[config.mk]
export PLATFORM = sky130hd
export DESIGN_NAME = image_processing
export DESIGN_NICKNAME = d
export VERILOG_FILES = /design/src/common/img_pkg.sv /design/src/common/img_ifs.sv /design/src/design/image_processing.sv /design/src/design/img_host_transfer.sv /design/src/pixel_unit/img_pixel_unit.sv /design/src/design/img_cmd_decoder.sv
export VERILOG_INCLUDE_DIRS = /design/src /design/src/common
export SDC_FILE = /design/constraint.sdc
export NUM_CORES = 1
export LEC_CHECK = 0
export ABC_AREA = 1
export BUFFER_PORTS_ARGS = -buffer_cell sky130_fd_sc_hd__clkbuf_2
export CORE_UTILIZATION = 63
export CTS_CLUSTER_DIAMETER = 100
export DETAILED_ROUTE_END_ITERATION = 6
export GPL_TIMING_DRIVEN = 0
export PLACE_DENSITY_LB_ADDON = 0.3
export SYNTH_ARGS = -nofsm -noshare
export SYNTH_HDL_FRONTEND = slang
export SYNTH_HIERARCHICAL = 1
export SYNTH_SLANG_ARGS = --single-unit
[constraint.sdc]
create_clock -name clk -period 7.7 [get_ports clk]
set_input_delay 1.54 -clock clk [delete_from_list [all_inputs] [get_ports clk]]
set_output_delay 1.54 -clock clk [all_outputs]
set_load 0.01 [all_outputs]
[src/common/img_params.svh]
// image coprocessor parameters
// widths, buffer memory map and status reply bytes
`ifndef IMG_PARAMS_SVH
`define IMG_PARAMS_SVH

`define IMG_PIX_W      8
`define IMG_WORD_W     16
`define IMG_ADDR_W     32
`define IMG_DIM_W      16

// two buffers, each half of the 128 KiB memory
`define IMG_BUF0_BASE  32'h0000_0000
`define IMG_BUF1_BASE  32'h0001_0000

`define IMG_STATUS_B0  8'd11
`define IMG_STATUS_B1  8'd22
`define IMG_STATUS_B2  8'd33
`define IMG_STATUS_B3  8'd44

`define IMG_FIX_FRAC   4

`endif
[src/common/img_pkg.sv]
// image coprocessor types
// host opcodes, pixel operations and the FSM state encodings
`include "img_params.svh"

package img_pkg;

   // codes in the gaps are unused
   typedef enum logic [`IMG_PIX_W-1:0] {
      PARAM           = 0,
      SEND_IMG        = 1,
      READ_IMG        = 2,
      GET_STATUS      = 3,
      APPLY_ADD       = 4,
      APPLY_THRESHOLD = 5,
      SWITCH_BUFFERS  = 6,
      APPLY_INVERT    = 8,
      APPLY_MULT      = 14
   } cmd_e;

   typedef enum logic [1:0] {
      OP_ADD,
      OP_THRESH,
      OP_INVERT,
      OP_MULT
   } pix_op_e;

   typedef enum logic [2:0] {
      DEC_WAIT,
      DEC_DIMS,
      DEC_ADD,
      DEC_THRESH,
      DEC_MULT,
      DEC_SEND
   } dec_state_e;

   typedef enum logic [1:0] {
      XFER_IDLE,
      XFER_SEND,
      XFER_READ,
      XFER_STATUS
   } xfer_state_e;

   typedef enum logic [1:0] {
      PIX_IDLE,
      PIX_READ,
      PIX_WRITE
   } pix_state_e;

endpackage

[src/common/img_ifs.sv]
// image coprocessor interfaces
// memory requests, pixel operation control and host transfer control
`include "img_params.svh"

interface img_mem_if;
   logic [`IMG_ADDR_W-1:0] addr;
   logic                   wr_en;
   logic                   rd_en;
   logic [`IMG_WORD_W-1:0] data_write;
   logic [`IMG_WORD_W-1:0] data_read;
   logic                   data_read_valid;

   modport requester (output addr, wr_en, rd_en, data_write, input data_read, data_read_valid);
   modport port (input addr, wr_en, rd_en, data_write, output data_read, data_read_valid);
endinterface

interface img_proc_if;
   logic                   start;         // one cycle
   img_pkg::pix_op_e       op;
   logic [`IMG_ADDR_W-1:0] base;          // storage buffer
   logic [`IMG_DIM_W-1:0]  count;
   logic [`IMG_WORD_W-1:0] add_value;
   logic                   clamp;
   logic [`IMG_PIX_W-1:0]  thresh_value;
   logic [`IMG_PIX_W-1:0]  thresh_repl;
   logic                   thresh_upper;
   logic [`IMG_PIX_W-1:0]  mult_value;    // 4.4 fixed point
   logic                   busy;

   modport decoder (output start, op, base, count, add_value, clamp, thresh_value,
                    thresh_repl, thresh_upper, mult_value, input busy);
   modport unit (input start, op, base, count, add_value, clamp, thresh_value,
                 thresh_repl, thresh_upper, mult_value, output busy);
endinterface

interface img_xfer_if;
   logic                   send_start;
   logic                   read_start;
   logic                   status_start;
   logic [`IMG_ADDR_W-1:0] base;          // input buffer
   logic [`IMG_DIM_W-1:0]  count;
   logic                   active;

   modport decoder (output send_start, read_start, status_start, base, count, input active);
   modport transfer (input send_start, read_start, status_start, base, count, output active);
endinterface

[src/design/image_processing.sv]
// image coprocessor top level
// byte-serial host link in, two image buffers in external 16-bit memory
`include "img_params.svh"

module image_processing (
   input  logic                   clk,
   input  logic                   rst_n,
   output logic [`IMG_ADDR_W-1:0] addr,
   output logic                   wr_en,
   output logic                   rd_en,
   output logic [`IMG_WORD_W-1:0] data_write,
   input  logic [`IMG_WORD_W-1:0] data_read,
   input  logic                   data_read_valid,
   input  logic [`IMG_PIX_W-1:0]  comm_cmd,
   input  logic [`IMG_PIX_W-1:0]  comm_data_in,
   input  logic                   comm_data_in_valid,
   output logic [`IMG_PIX_W-1:0]  comm_data_out,
   output logic                   comm_data_out_valid
);

   img_mem_if  mem ();
   img_proc_if proc ();
   img_xfer_if xfer ();

   img_cmd_decoder u_decoder (
      .clk                (clk),
      .rst_n              (rst_n),
      .comm_cmd           (comm_cmd),
      .comm_data_in       (comm_data_in),
      .comm_data_in_valid (comm_data_in_valid),
      .proc               (proc),
      .xfer               (xfer)
   );

   img_pixel_unit u_pixel (
      .clk   (clk),
      .rst_n (rst_n),
      .proc  (proc),
      .mem   (mem)
   );

   // transfer block arbitrates the external memory port
   img_host_transfer u_xfer (
      .clk                 (clk),
      .rst_n               (rst_n),
      .xfer                (xfer),
      .proc_mem            (mem),
      .busy                (proc.busy),
      .addr                (addr),
      .wr_en               (wr_en),
      .rd_en               (rd_en),
      .data_write          (data_write),
      .data_read           (data_read),
      .data_read_valid     (data_read_valid),
      .comm_data_in        (comm_data_in),
      .comm_data_in_valid  (comm_data_in_valid),
      .comm_data_out       (comm_data_out),
      .comm_data_out_valid (comm_data_out_valid)
   );

endmodule

[src/design/img_host_transfer.sv]
// host transfer block
// image upload and read-back, status reply, and owner of the memory port
`include "img_params.svh"

module img_host_transfer (
   input  logic                   clk,
   input  logic                   rst_n,
   img_xfer_if.transfer           xfer,
   img_mem_if.port                proc_mem,
   input  logic                   busy,
   output logic [`IMG_ADDR_W-1:0] addr,
   output logic                   wr_en,
   output logic                   rd_en,
   output logic [`IMG_WORD_W-1:0] data_write,
   input  logic [`IMG_WORD_W-1:0] data_read,
   input  logic                   data_read_valid,
   input  logic [`IMG_PIX_W-1:0]  comm_data_in,
   input  logic                   comm_data_in_valid,
   output logic [`IMG_PIX_W-1:0]  comm_data_out,
   output logic                   comm_data_out_valid
);

   localparam logic [`IMG_PIX_W-1:0] status_b0 = `IMG_STATUS_B0;

   img_pkg::xfer_state_e   state;
   logic [`IMG_DIM_W-1:0]  left;         // bytes still to move
   logic [`IMG_ADDR_W-1:0] ptr;          // byte address
   logic [`IMG_ADDR_W-1:0] h_addr;
   logic [`IMG_WORD_W-1:0] h_data;
   logic                   h_wr;
   logic                   h_rd;
   logic                   rd_wait;      // word requested, not back yet
   logic                   hi_pend;      // high byte still to send
   logic [`IMG_PIX_W-1:0]  hi_byte;
   logic [1:0]             step;
   logic                   own;

   // status reply does not need memory, so the pixel unit keeps running
   assign own         = state == img_pkg::XFER_SEND || state == img_pkg::XFER_READ || h_wr;
   assign xfer.active = (state != img_pkg::XFER_IDLE) || h_wr;

   assign addr       = own ? h_addr : proc_mem.addr;
   assign wr_en      = own ? h_wr : proc_mem.wr_en;
   assign rd_en      = own ? h_rd : proc_mem.rd_en;
   assign data_write = own ? h_data : proc_mem.data_write;
   assign proc_mem.data_read       = data_read;
   assign proc_mem.data_read_valid = data_read_valid && !own;

   always_ff @(posedge clk or negedge rst_n) begin
      if (!rst_n) begin
         state <= img_pkg::XFER_IDLE;
         left <= '0;
         ptr <= '0;
         h_addr <= '0;
         h_data <= '0;
         h_wr <= 1'b0;
         h_rd <= 1'b0;
         rd_wait <= 1'b0;
         hi_pend <= 1'b0;
         hi_byte <= '0;
         step <= '0;
         comm_data_out <= '0;
         comm_data_out_valid <= 1'b0;
      end else begin
         h_wr <= 1'b0;
         h_rd <= 1'b0;
         comm_data_out_valid <= 1'b0;
         case (state)
            img_pkg::XFER_IDLE: begin
               ptr  <= xfer.base;
               left <= xfer.count;
               if (xfer.send_start) state <= img_pkg::XFER_SEND;
               else if (xfer.read_start) state <= img_pkg::XFER_READ;
               else if (xfer.status_start) begin
                  comm_data_out <= {status_b0[`IMG_PIX_W-1:1], busy};   // bit0 is busy
                  comm_data_out_valid <= 1'b1;
                  step  <= 2'd1;
                  state <= img_pkg::XFER_STATUS;
               end
            end
            img_pkg::XFER_SEND: begin
               if (comm_data_in_valid) begin
                  if (!ptr[0]) begin
                     h_data[`IMG_PIX_W-1:0] <= comm_data_in;
                  end else begin
                     h_data[`IMG_WORD_W-1:`IMG_PIX_W] <= comm_data_in;
                     h_addr <= {ptr[`IMG_ADDR_W-1:1], 1'b0};
                     h_wr   <= 1'b1;           // pair complete
                  end
                  ptr  <= ptr + 1'b1;
                  left <= left - 1'b1;
                  if (left <= 1) state <= img_pkg::XFER_IDLE;
               end
            end
            img_pkg::XFER_READ: begin
               if (hi_pend) begin
                  comm_data_out       <= hi_byte;
                  comm_data_out_valid <= 1'b1;
                  hi_pend <= 1'b0;
                  ptr     <= ptr + 2'd2;
                  left    <= left - 2'd2;
                  if (left <= 2) state <= img_pkg::XFER_IDLE;
               end else if (rd_wait) begin
                  if (data_read_valid) begin
                     comm_data_out       <= data_read[`IMG_PIX_W-1:0];   // low byte first
                     comm_data_out_valid <= 1'b1;
                     hi_byte <= data_read[`IMG_WORD_W-1:`IMG_PIX_W];
                     rd_wait <= 1'b0;
                     hi_pend <= 1'b1;
                  end
               end else begin
                  h_addr  <= ptr;
                  h_rd    <= 1'b1;
                  rd_wait <= 1'b1;
               end
            end
            default: begin
               comm_data_out_valid <= 1'b1;
               step <= step + 1'b1;
               case (step)
                  2'd1: comm_data_out <= `IMG_STATUS_B1;
                  2'd2: comm_data_out <= `IMG_STATUS_B2;
                  default: begin
                     comm_data_out <= `IMG_STATUS_B3;
                     state <= img_pkg::XFER_IDLE;
                  end
               endcase
            end
         endcase
      end
   end

endmodule

[src/pixel_unit/img_pixel_unit.sv]
// per-pixel operation engine
// read-modify-write over the storage buffer, two pixels per word
`include "img_params.svh"

module img_pixel_unit (
   input  logic         clk,
   input  logic         rst_n,
   img_proc_if.unit     proc,
   img_mem_if.requester mem
);

   img_pkg::pix_state_e    state;
   logic [`IMG_ADDR_W-1:0] ptr;
   logic [`IMG_DIM_W-1:0]  left;        // pixels still to do

   function automatic logic [`IMG_PIX_W-1:0] pix_fn(input logic [`IMG_PIX_W-1:0] p);
      logic [`IMG_WORD_W-1:0] sum;
      logic [`IMG_WORD_W-1:0] prod;
      sum    = proc.add_value + p;
      prod   = p * proc.mult_value;
      pix_fn = p;
      case (proc.op)
         img_pkg::OP_ADD: begin
            pix_fn = sum[`IMG_PIX_W-1:0];
            if (proc.clamp && $signed(sum) < 0) pix_fn = '0;
            else if (proc.clamp && $signed(sum) > 255) pix_fn = '1;
         end
         img_pkg::OP_THRESH: begin
            if (proc.thresh_upper ? (p >= proc.thresh_value) : (p <= proc.thresh_value))
               pix_fn = proc.thresh_repl;
         end
         img_pkg::OP_INVERT: pix_fn = ~p;
         default: begin
            pix_fn = prod[`IMG_FIX_FRAC +: `IMG_PIX_W];      // drop fraction bits
            if (proc.clamp && |prod[`IMG_WORD_W-1:`IMG_FIX_FRAC+`IMG_PIX_W]) pix_fn = '1;
         end
      endcase
   endfunction

   // busy covers the final write strobe
   assign proc.busy = (state != img_pkg::PIX_IDLE) || mem.wr_en;

   always_ff @(posedge clk or negedge rst_n) begin
      if (!rst_n) begin
         state     <= img_pkg::PIX_IDLE;
         ptr       <= '0;
         left      <= '0;
         mem.rd_en <= 1'b0;
         mem.wr_en <= 1'b0;
      end else begin
         mem.rd_en <= 1'b0;
         mem.wr_en <= 1'b0;
         case (state)
            img_pkg::PIX_IDLE: begin
               if (proc.start) begin
                  ptr   <= proc.base;
                  left  <= proc.count;
                  state <= img_pkg::PIX_READ;
               end
            end
            img_pkg::PIX_READ: begin
               mem.rd_en <= 1'b1;
               state     <= img_pkg::PIX_WRITE;
            end
            img_pkg::PIX_WRITE: begin
               if (mem.data_read_valid) begin
                  mem.wr_en <= 1'b1;
                  ptr       <= ptr + 2'd2;
                  left      <= left - 2'd2;
                  state     <= (left <= 2) ? img_pkg::PIX_IDLE : img_pkg::PIX_READ;
               end
            end
            default: state <= img_pkg::PIX_IDLE;
         endcase
      end
   end

   // write goes back to the word just read
   always_ff @(posedge clk) begin
      if (state == img_pkg::PIX_READ) mem.addr <= ptr;
      if (state == img_pkg::PIX_WRITE && mem.data_read_valid)
         mem.data_write <= {pix_fn(mem.data_read[`IMG_WORD_W-1:`IMG_PIX_W]),
                            pix_fn(mem.data_read[`IMG_PIX_W-1:0])};
   end

endmodule

[src/design/img_cmd_decoder.sv]
// host command decoder
// takes opcodes and parameter bytes, holds image size and buffer bases,
// and issues operation and transfer start pulses
`include "img_params.svh"

module img_cmd_decoder (
   input  logic                  clk,
   input  logic                  rst_n,
   input  logic [`IMG_PIX_W-1:0] comm_cmd,
   input  logic [`IMG_PIX_W-1:0] comm_data_in,
   input  logic                  comm_data_in_valid,
   img_proc_if.decoder           proc,
   img_xfer_if.decoder           xfer
);

   img_pkg::dec_state_e    state;
   img_pkg::cmd_e          cmd;
   logic [1:0]             idx;         // parameter byte index
   logic [`IMG_DIM_W-1:0]  width;
   logic [`IMG_DIM_W-1:0]  height;
   logic [`IMG_DIM_W-1:0]  pix_count;
   logic [`IMG_ADDR_W-1:0] in_base;
   logic [`IMG_ADDR_W-1:0] st_base;
   logic                   skip;        // op command came in while busy
   logic                   cmd_cycle;
   logic                   last_byte;

   assign cmd       = img_pkg::cmd_e'(comm_cmd);
   assign cmd_cycle = (state == img_pkg::DEC_WAIT) && comm_data_in_valid;
   assign pix_count = width * height;

   // flags byte closes every operation
   assign last_byte = comm_data_in_valid &&
                      (((state == img_pkg::DEC_ADD || state == img_pkg::DEC_THRESH) && idx == 2'd2) ||
                       (state == img_pkg::DEC_MULT && idx == 2'd1));

   assign proc.start = (last_byte && !skip) ||
                       (cmd_cycle && cmd == img_pkg::APPLY_INVERT && !proc.busy);
   assign proc.base  = st_base;
   assign proc.count = pix_count;

   assign xfer.send_start   = cmd_cycle && cmd == img_pkg::SEND_IMG && !proc.busy;
   assign xfer.read_start   = cmd_cycle && cmd == img_pkg::READ_IMG && !proc.busy;
   assign xfer.status_start = cmd_cycle && cmd == img_pkg::GET_STATUS;
   assign xfer.base         = in_base;
   assign xfer.count        = pix_count;

   always_ff @(posedge clk or negedge rst_n) begin
      if (!rst_n) begin
         state   <= img_pkg::DEC_WAIT;
         idx     <= '0;
         width   <= '0;
         height  <= '0;
         in_base <= `IMG_BUF0_BASE;
         st_base <= `IMG_BUF1_BASE;
         skip    <= 1'b0;
      end else begin
         case (state)
            img_pkg::DEC_WAIT: begin
               idx <= '0;
               if (comm_data_in_valid) begin
                  skip <= proc.busy;
                  case (cmd)
                     img_pkg::PARAM:           state <= img_pkg::DEC_DIMS;
                     img_pkg::SEND_IMG:        if (!proc.busy) state <= img_pkg::DEC_SEND;
                     img_pkg::APPLY_ADD:       state <= img_pkg::DEC_ADD;
                     img_pkg::APPLY_THRESHOLD: state <= img_pkg::DEC_THRESH;
                     img_pkg::APPLY_MULT:      state <= img_pkg::DEC_MULT;
                     img_pkg::SWITCH_BUFFERS: begin
                        in_base <= st_base;
                        st_base <= in_base;
                     end
                     default: ;                // read, status and invert have no bytes
                  endcase
               end
            end
            img_pkg::DEC_SEND: if (!xfer.active) state <= img_pkg::DEC_WAIT;
            img_pkg::DEC_DIMS: if (comm_data_in_valid) begin
               idx <= idx + 1'b1;
               case (idx)
                  2'd0: width[`IMG_PIX_W-1:0]            <= comm_data_in;
                  2'd1: width[`IMG_DIM_W-1:`IMG_PIX_W]   <= comm_data_in;
                  2'd2: height[`IMG_PIX_W-1:0]           <= comm_data_in;
                  default: begin
                     height[`IMG_DIM_W-1:`IMG_PIX_W] <= comm_data_in;
                     state <= img_pkg::DEC_WAIT;
                  end
               endcase
            end
            default: if (comm_data_in_valid) begin
               idx <= idx + 1'b1;
               if (last_byte) state <= img_pkg::DEC_WAIT;
            end
         endcase
      end
   end

   // operation parameters stay put while an operation runs
   always_ff @(posedge clk) begin
      if (cmd_cycle && !proc.busy) begin
         case (cmd)
            img_pkg::APPLY_ADD:       proc.op <= img_pkg::OP_ADD;
            img_pkg::APPLY_THRESHOLD: proc.op <= img_pkg::OP_THRESH;
            img_pkg::APPLY_INVERT:    proc.op <= img_pkg::OP_INVERT;
            img_pkg::APPLY_MULT:      proc.op <= img_pkg::OP_MULT;
            default: ;
         endcase
      end
      if (comm_data_in_valid && !skip) begin
         case (state)
            img_pkg::DEC_ADD: begin
               case (idx)
                  2'd0:    proc.add_value[`IMG_PIX_W-1:0]          <= comm_data_in;
                  2'd1:    proc.add_value[`IMG_WORD_W-1:`IMG_PIX_W] <= comm_data_in;
                  default: proc.clamp <= comm_data_in[0];
               endcase
            end
            img_pkg::DEC_THRESH: begin
               case (idx)
                  2'd0:    proc.thresh_value <= comm_data_in;
                  2'd1:    proc.thresh_repl  <= comm_data_in;
                  default: proc.thresh_upper <= comm_data_in[0];
               endcase
            end
            img_pkg::DEC_MULT: begin
               if (idx == 2'd0) proc.mult_value <= comm_data_in;
               else proc.clamp <= comm_data_in[0];
            end
            default: ;
         endcase
      end
   end

endmodule

# After elaboration in Yosys (flattened, before gate mapping)
# Index checks and enable logic that the tools add are counted.
[word_totals]
wordCells = 291
ff_bits = 367
inputBits = 36
out_inout_bits = 59
[op_classes]
bitwise = 9
n_mux = 92
n_mul = 3
reduce_logical = 81
magnitude_cmp = 11
addsub = 10
n_eq_ne = 47
[op_table]
columns = ["cell", "n"]
rows = [
  ["$mux W32", 9],
  ["$pmux W32 S2", 2],
  ["$mux W8", 14],
  ["$pmux W32 S3", 1],
  ["$mux W16", 5],
  ["$pmux W8 S3", 3],
  ["$add A32 B2 Y32 const B", 2],
  ["$pmux W16 S3", 1],
  ["$reduce_and A3 Y1", 15],
  ["$add A16 B8 Y16", 2],
  ["$add A32 B1 Y32 const B", 1],
  ["$gt A16 B9 Y1 const B", 2],
  ["$le A16 B2 Y1 const B", 2],
  ["$lt A16 B1 Y1 const B", 2],
  ["$mul A8 B8 Y16", 2],
  ["$pmux W16 S2", 1],
  ["$sub A16 B2 Y16 const B", 2],
  ["$ne A2 B2 Y1 const B", 15],
  ["$mux W2", 14],
  ["$mux W1", 25],
  ["$eq A8 B3 Y1 const B", 3],
  ["$logic_and A1 B1 Y1", 22],
  ["$mux W3", 7],
  ["$eq A8 B2 Y1 const B", 2],
  ["46 further kinds", 99],
]

# Depth between registers and ports, before layout
[depth]
depth_word = 9
ltp_mapped = 31
ltp_nobuf = 29

# Modules after synthesis
# Netlist, hierarchy kept.
[modules_own_cells]
columns = ["mod", "cells_per_inst", "n_inst", "area_per_inst_um2", "seq_area_each_um2"]
rows = [
  ["img_pixel_unit", 1723, 1, 11882.6, 2742.6],
  ["img_cmd_decoder", 1150, 1, 10128.5, 3875.0],
  ["img_host_transfer", 1281, 1, 8505.7, 3027.9],
]

# Worst setup path before layout
# Ideal clock, no wire load.
[synth_path]
path_kind = "in2reg"
start = "in data_read[2]"
end = "reg u_pixel.mem.data_write[0], data pin"
path_stages = 25
arrival_time_ps = 5385
slack_ps = 2056
required_ps = 7441
setup_ps = 259
path_buffers = 2
path_cell_list = "buf_4 > clkbuf_1 > nand2_1 > fa_1 > fa_1 > inv_1 > fa_1 > inv_1 > fa_1 > inv_1 > ha_1 > nand2_1 > inv_1 > nand2_1 > nand3_1 > nand2_1 > nand3_1 > nand2_1 > nand2_1 > nor2_1 > nand2_1 > nand2_2 > nand2_1 > nand2_1 > nand3_1"
[synth_between]
elab_chain_cells = 6
elab_cells_between_ends = 16
classes_between = "add/sub: 1; mul: 1; order compare: 4; mux: 6; reduce/logical: 4"
[synth_lines]
columns = ["element", "line", "source"]
rows = [
  ["start, declared", "image_processing.sv:12", "input logic [`IMG_WORD_W-1:0] data_read,"],
  ["$add A16 B8 Y16", "img_pixel_unit.sv:19", "sum = proc.add_value + p;"],
  ["$gt A16 B9 Y1", "img_pixel_unit.sv:26", "else if (proc.clamp && $signed(sum) > 255) pix_fn = '1;"],
  ["$logic_and A1 B1 Y1", "img_pixel_unit.sv:26", ""],
  ["$mux W8", "img_pixel_unit.sv:26", ""],
  ["$mux W8", "img_pixel_unit.sv:25", "if (proc.clamp && $signed(sum) < 0) pix_fn = '0;"],
  ["$pmux W8 S3 *", "img_pixel_unit.sv:22", "case (proc.op)"],
  ["end signal, assigned", "img_pixel_unit.sv:82", "mem.data_write <= {pix_fn(mem.data_read[`IMG_WORD_W-1:`IMG_PIX_W]),"],
  ["end, declared", "img_ifs.sv:13", "modport requester (output addr, wr_en, rd_en, data_write, input data_read, data_read_valid);"],
]
# Mark *: on every way between the ends. The rest lies on a longest branch, timed or not.
# A chain may end at the register's enable or synchronous reset.

# Worst setup path in the final report
[layout_path]
start = "reg u_decoder.height[2]"
end = "reg u_xfer.left[14]"
[layout_between]
elab_chain_cells = 2
[layout_lines]
columns = ["element", "line", "source"]
rows = [
  ["start, declared", "img_cmd_decoder.sv:20", "logic [`IMG_DIM_W-1:0] height;"],
  ["start signal, assigned by index", "img_cmd_decoder.sv:83", "2'd2: height[`IMG_PIX_W-1:0] <= comm_data_in;"],
  ["start signal, assigned by index", "img_cmd_decoder.sv:85", "height[`IMG_DIM_W-1:`IMG_PIX_W] <= comm_data_in;"],
  ["$mul A16 B16 Y16", "img_cmd_decoder.sv:30", "assign pix_count = width * height;"],
  ["net proc.count[14]", "img_ifs.sv:21", "logic [`IMG_DIM_W-1:0] count;"],
  ["$pmux W16 S3", "img_host_transfer.sv:68", "case (state)"],
  ["end signal, assigned", "img_host_transfer.sv:71", "left <= xfer.count;"],
  ["end signal, assigned", "img_host_transfer.sv:91", "left <= left - 1'b1;"],
  ["end signal, assigned", "img_host_transfer.sv:101", "left <= left - 2'd2;"],
  ["end, declared", "img_host_transfer.sv:26", "logic [`IMG_DIM_W-1:0] left;"],
]
# The timed path passes the listed nets, and every way through them passes these cells.

==> summary.txt <==
Floorplan
  • Die width: 222 µm
  • Die ar.: 0.0493 mm²
  • Rows: 80
  • Die Height: 222 µm
  • Initial core utilization: 63.9%
  • IO Pins: 95
  • Core Area: 0.0477 mm²

Placed design
  • Final HPWL from detailed placement: 70.2 mm
  • Port bufs: 94
  • Placer Congestion: 1.04
  • Dpl cell area: 0.0319 mm²

Drt
  • Avg WL per Cell: 18.6 µm
  • Post-route ant nets: 0
  • Vias post-DR: 28.4k
  • WL final: 91.8 mm
  • DR iter-0 viols: 3318
  • DRC viols: 1
  • Via density: 5.74
  • Pre-Repair DR Iteration Count: 7

Clocking
  • CTS tree: built
  • Clock insertion delay at the later pin of the skew report: 0.61 ns
  • CTS H-Tree Depth: 2
  • Post-CTS setup buffer count: 0
  • CTS clock-pin slew for the worst setup and hold paths: 0.07 ns
  • CTS Sinks: 367
  • Maximum clock path buffer count: 3
  • CTS root buffer: clkbuf_16
  • TritonCTS Buffers: 42
  • Hold buffers post-CTS: 0
  • PostCTS Resize Cnt: 0

Critical path
  • CP cell instances: clkbuf_1 > nand2_1 > fa_1 > fa_1 > inv_1 > fa_1 > fa_1 > fa_1 > inv_1 > fa_1 > inv_1 > ha_1 > nand2_1 > nor2_1 > nand3_1 > o2111ai_1 > xor2_1 > buf_4 > nor2_1 > nor2_1 > nand2_1 > o21ai_0
  • Worst Path Max Fanout: 10
  • Arr. time, crit path: 6.72 ns
  • Top Family by Delay on Critical Path: adder cells
  • CP endpoint kind: flip-flop
  • Worst Path Buf+Inv: 5
  • CP dominant cell by count: fa_1
  • Worst EP required: 8.23 ns
  • Slowest stage cell, crit path: dfrtp_1
  • CP startpoint kind: flip-flop
  • CP peak stage delay: 0.61 ns
  • R2R Setup Slk: 1.51 ns
  • CP Class: reg2reg

Yosys
  • Top_reg_cell synth: dfrtp_1
  • Synth warnings: 6
  • Post-synth EDFFs: 92
  • Cell taking the most area after synthesis: dfrtp_1
  • Yosys top cell area share: 22.5%
  • Asr flop ratio synth: 74.9%
  • Synthesized Nets: 4512
  • Mapped cell area: 0.0305 mm²
  • Yosys cell types: 61
  • Yosys reg bits: 367
  • Mean Syn Cell Area: 7.35 µm²
  • Sequential fraction of the synthesis area: 31.6%
  • Top post-synthesis cells by area: dfrtp_1 (22%), nand2_1 (16%), fa_1 (10%)
  • Cell count after synthesis: 4154

Power and ir drop
  • Seq pwr share: 23.7%
  • Leakage: 18.1 nW
  • Cell-internal power: 0.00668 W
  • Logic pwr share: 60.0%
  • Worst VDD drop: 819 µV
  • Power per cell area: 404 mW/mm²
  • Clock Power Share: 16.2%
  • Psw: 0.00682 W
  • Sw Share: 50.5%

Cells and area
  • Fin area: 0.0334 mm²
  • Most common cell after layout, fill and taps aside: nand2_1
  • Reg area: 0.00965 mm²
  • Commonest non-fill, non-tap cells in the layout: nand2_1 (1267), inv_1 (721), nand3_1 (276), nor2_1 (274), dfrtp_1 (274)
  • Share of layout cells above drive strength 1: 9.63%
  • Number of diodes: 0
  • Area Overhead vs Synth: 9.42%
  • Multi-input gate area: 0.0171 mm²
  • # nets final: 4655
  • Fillers: 3937

Status
  • Failing checks: DRC
  • Status: finished, violations left

Timing
  • Worst slew pin tran: 0.898 ns
  • RSZ-0062 raised after global routing: false
  • Final hold vios: 0
  • Tcrit/Tclk final: 80.4%
  • Hold_ws: 0.464 ns
  • Final Setup Violations: 0
  • Max Freq: 161 MHz
  • Max-slew violations: 0
  • Worst slew margin: 39.9%
  • Minimum clock period: 6.19 ns
  • Setup Skew: 0.0570 ns

Flow run
  • Max-Cap Viols: 0

Global routing
  • Vias in the first global route: 27.0k
  • Initial antenna violation count: 5
  • GR Overflow Total: 0
  • GRT Total Usage: 37.7%
  • Largest net degree at the start of global routing: 117
  • First-pass GRT wire length: 145 mm

Worst hold path
  • Hold Path Class: reg2reg
-- worst paths after layout --
| check | startpoint | to | cells past startpoint |
|---|---|---|---|
| max in group asynchronous | rst_n | u_xfer/comm_data_out[4] | 2 |
| worst min-delay path | u_pixel/ptr[0] | u_pixel/mem.addr[0] | 0 |
| worst max-delay path | u_decoder/height[2] | u_xfer/left[14] | 22 |
| min in group asynchronous | rst_n | u_xfer/ptr[24] | 1 |
| worst min register to register | u_pixel/ptr[0] | u_pixel/mem.addr[0] | 0 |
| worst max register to register | u_decoder/height[2] | u_xfer/left[14] | 22 |
-- metrics by stage --
step | utilization [%] | setup slack (ns) | setup TNS [ns] | total power, W | std cells
6_report | 69.9 | 1.51 | 0 | 0.0135 | 4944
5_1_grt | 69.9 | 1.23 | 0 | 0.0145 | 4944
4_1_cts | 69.9 | 1.56 | 0 | 0.0133 | 4944
3_5_place_dp | 66.8 | 1.25 | 0 | 0.0110 | 4868
3_3_place_gp | 66.5 | -0.901 | -240.34 | 0.0108 | 4863
2_1_floorplan | - | 2.06 | 0 | 0.00848 | 4154
-- flip-flops by register name (all words and copies together) (netlist names), 3 cells and up --
register	flops
u_decoder/proc.mult_value	8
u_pixel/ptr	32
u_decoder/proc.thresh_value	8
u_decoder/xfer.base	32
u_decoder/width	16
u_pixel/left	16
u_decoder/height	16
u_pixel/mem.addr	32
u_xfer/hi_byte	8
u_decoder/state	3
u_pixel/mem.data_write	16
u_decoder/proc.add_value	16
u_decoder/proc.thresh_repl	8
u_xfer/h_addr	32
u_xfer/left	16
u_xfer/comm_data_out	8
u_decoder/proc.base	32
u_xfer/h_data	16
u_xfer/ptr	32
-- power groups by stage --
stage	Clock, W	Sequential [W]	Combinational, W
after floorplan	0	0.00298	0.00550
after global placement	0	0.00318	0.00767
after detailed placement	0	0.00318	0.00786
after CTS	0.00221	0.00316	0.00791
after global routing	0.00229	0.00325	0.00891
final	0.00219	0.00320	0.00810
-- logic make-up after synthesis --
kind of cell	after synthesis	synth area share, %
muxes	12	0.443
xor gates and xnor gates	64	1.84
buffers and inverters	919	12.5
adders and majority gates	322	17.0
and+or+nand+nor	1994	27.9
DFF	367	31.6
AOI/OAI and AO/OA	476	8.71
-- layout make-up --
| type | instances | area share (%) |
|---|---|---|
| plain buffers | 178 | 3.13 |
| flip-flops and latches | 367 | 28.9 |
| clock buffers | 51 | 3.31 |
| well taps | 615 | 2.30 |
| multi-input cells | 2868 | 51.1 |
| repair buffers | 99 | 1.73 |
| clock inverters | 25 | 1.22 |
| inverters | 741 | 8.33 |
-- cells in the mapped netlist, types with 10 or more instances --
| library cell | count |
|---|---|
| nor2_1 | 276 |
| nand2_2 | 28 |
| o21ai_2 | 12 |
| ha_1 | 168 |
| inv_2 | 16 |
| xor2_1 | 40 |
| o22ai_1 | 12 |
| o211ai_1 | 27 |
| nor2_2 | 20 |
| nand4_1 | 30 |
| a21oi_1 | 117 |
| o21ai_1 | 105 |
| a22oi_1 | 10 |
| edfxtp_1 | 92 |
| nor2_4 | 17 |
| nor3_1 | 24 |
| a31oi_1 | 11 |
| mux2_2 | 12 |
| nand2_1 | 1267 |
| xnor2_1 | 24 |
| dfrtp_1 | 274 |
| clkbuf_1 | 70 |
| buf_6 | 24 |
| nand3_1 | 276 |
| fa_1 | 154 |
| buf_2 | 39 |
| inv_1 | 721 |
| o21ai_0 | 145 |
| buf_4 | 39 |
-- metal layers --
metal / vias up / GRT usage (%) / share of wire, %
met5: - / 0 / 0.093
met4: 8 / 15.6 / 4.3
met3: 263 / 8.56 / 11
met2: 1565 / 58.1 / 44
met1: 13311 / 51.5 / 40
li1: 13215 / - / -
Note: power is estimated with default switching activity, not from simulation.
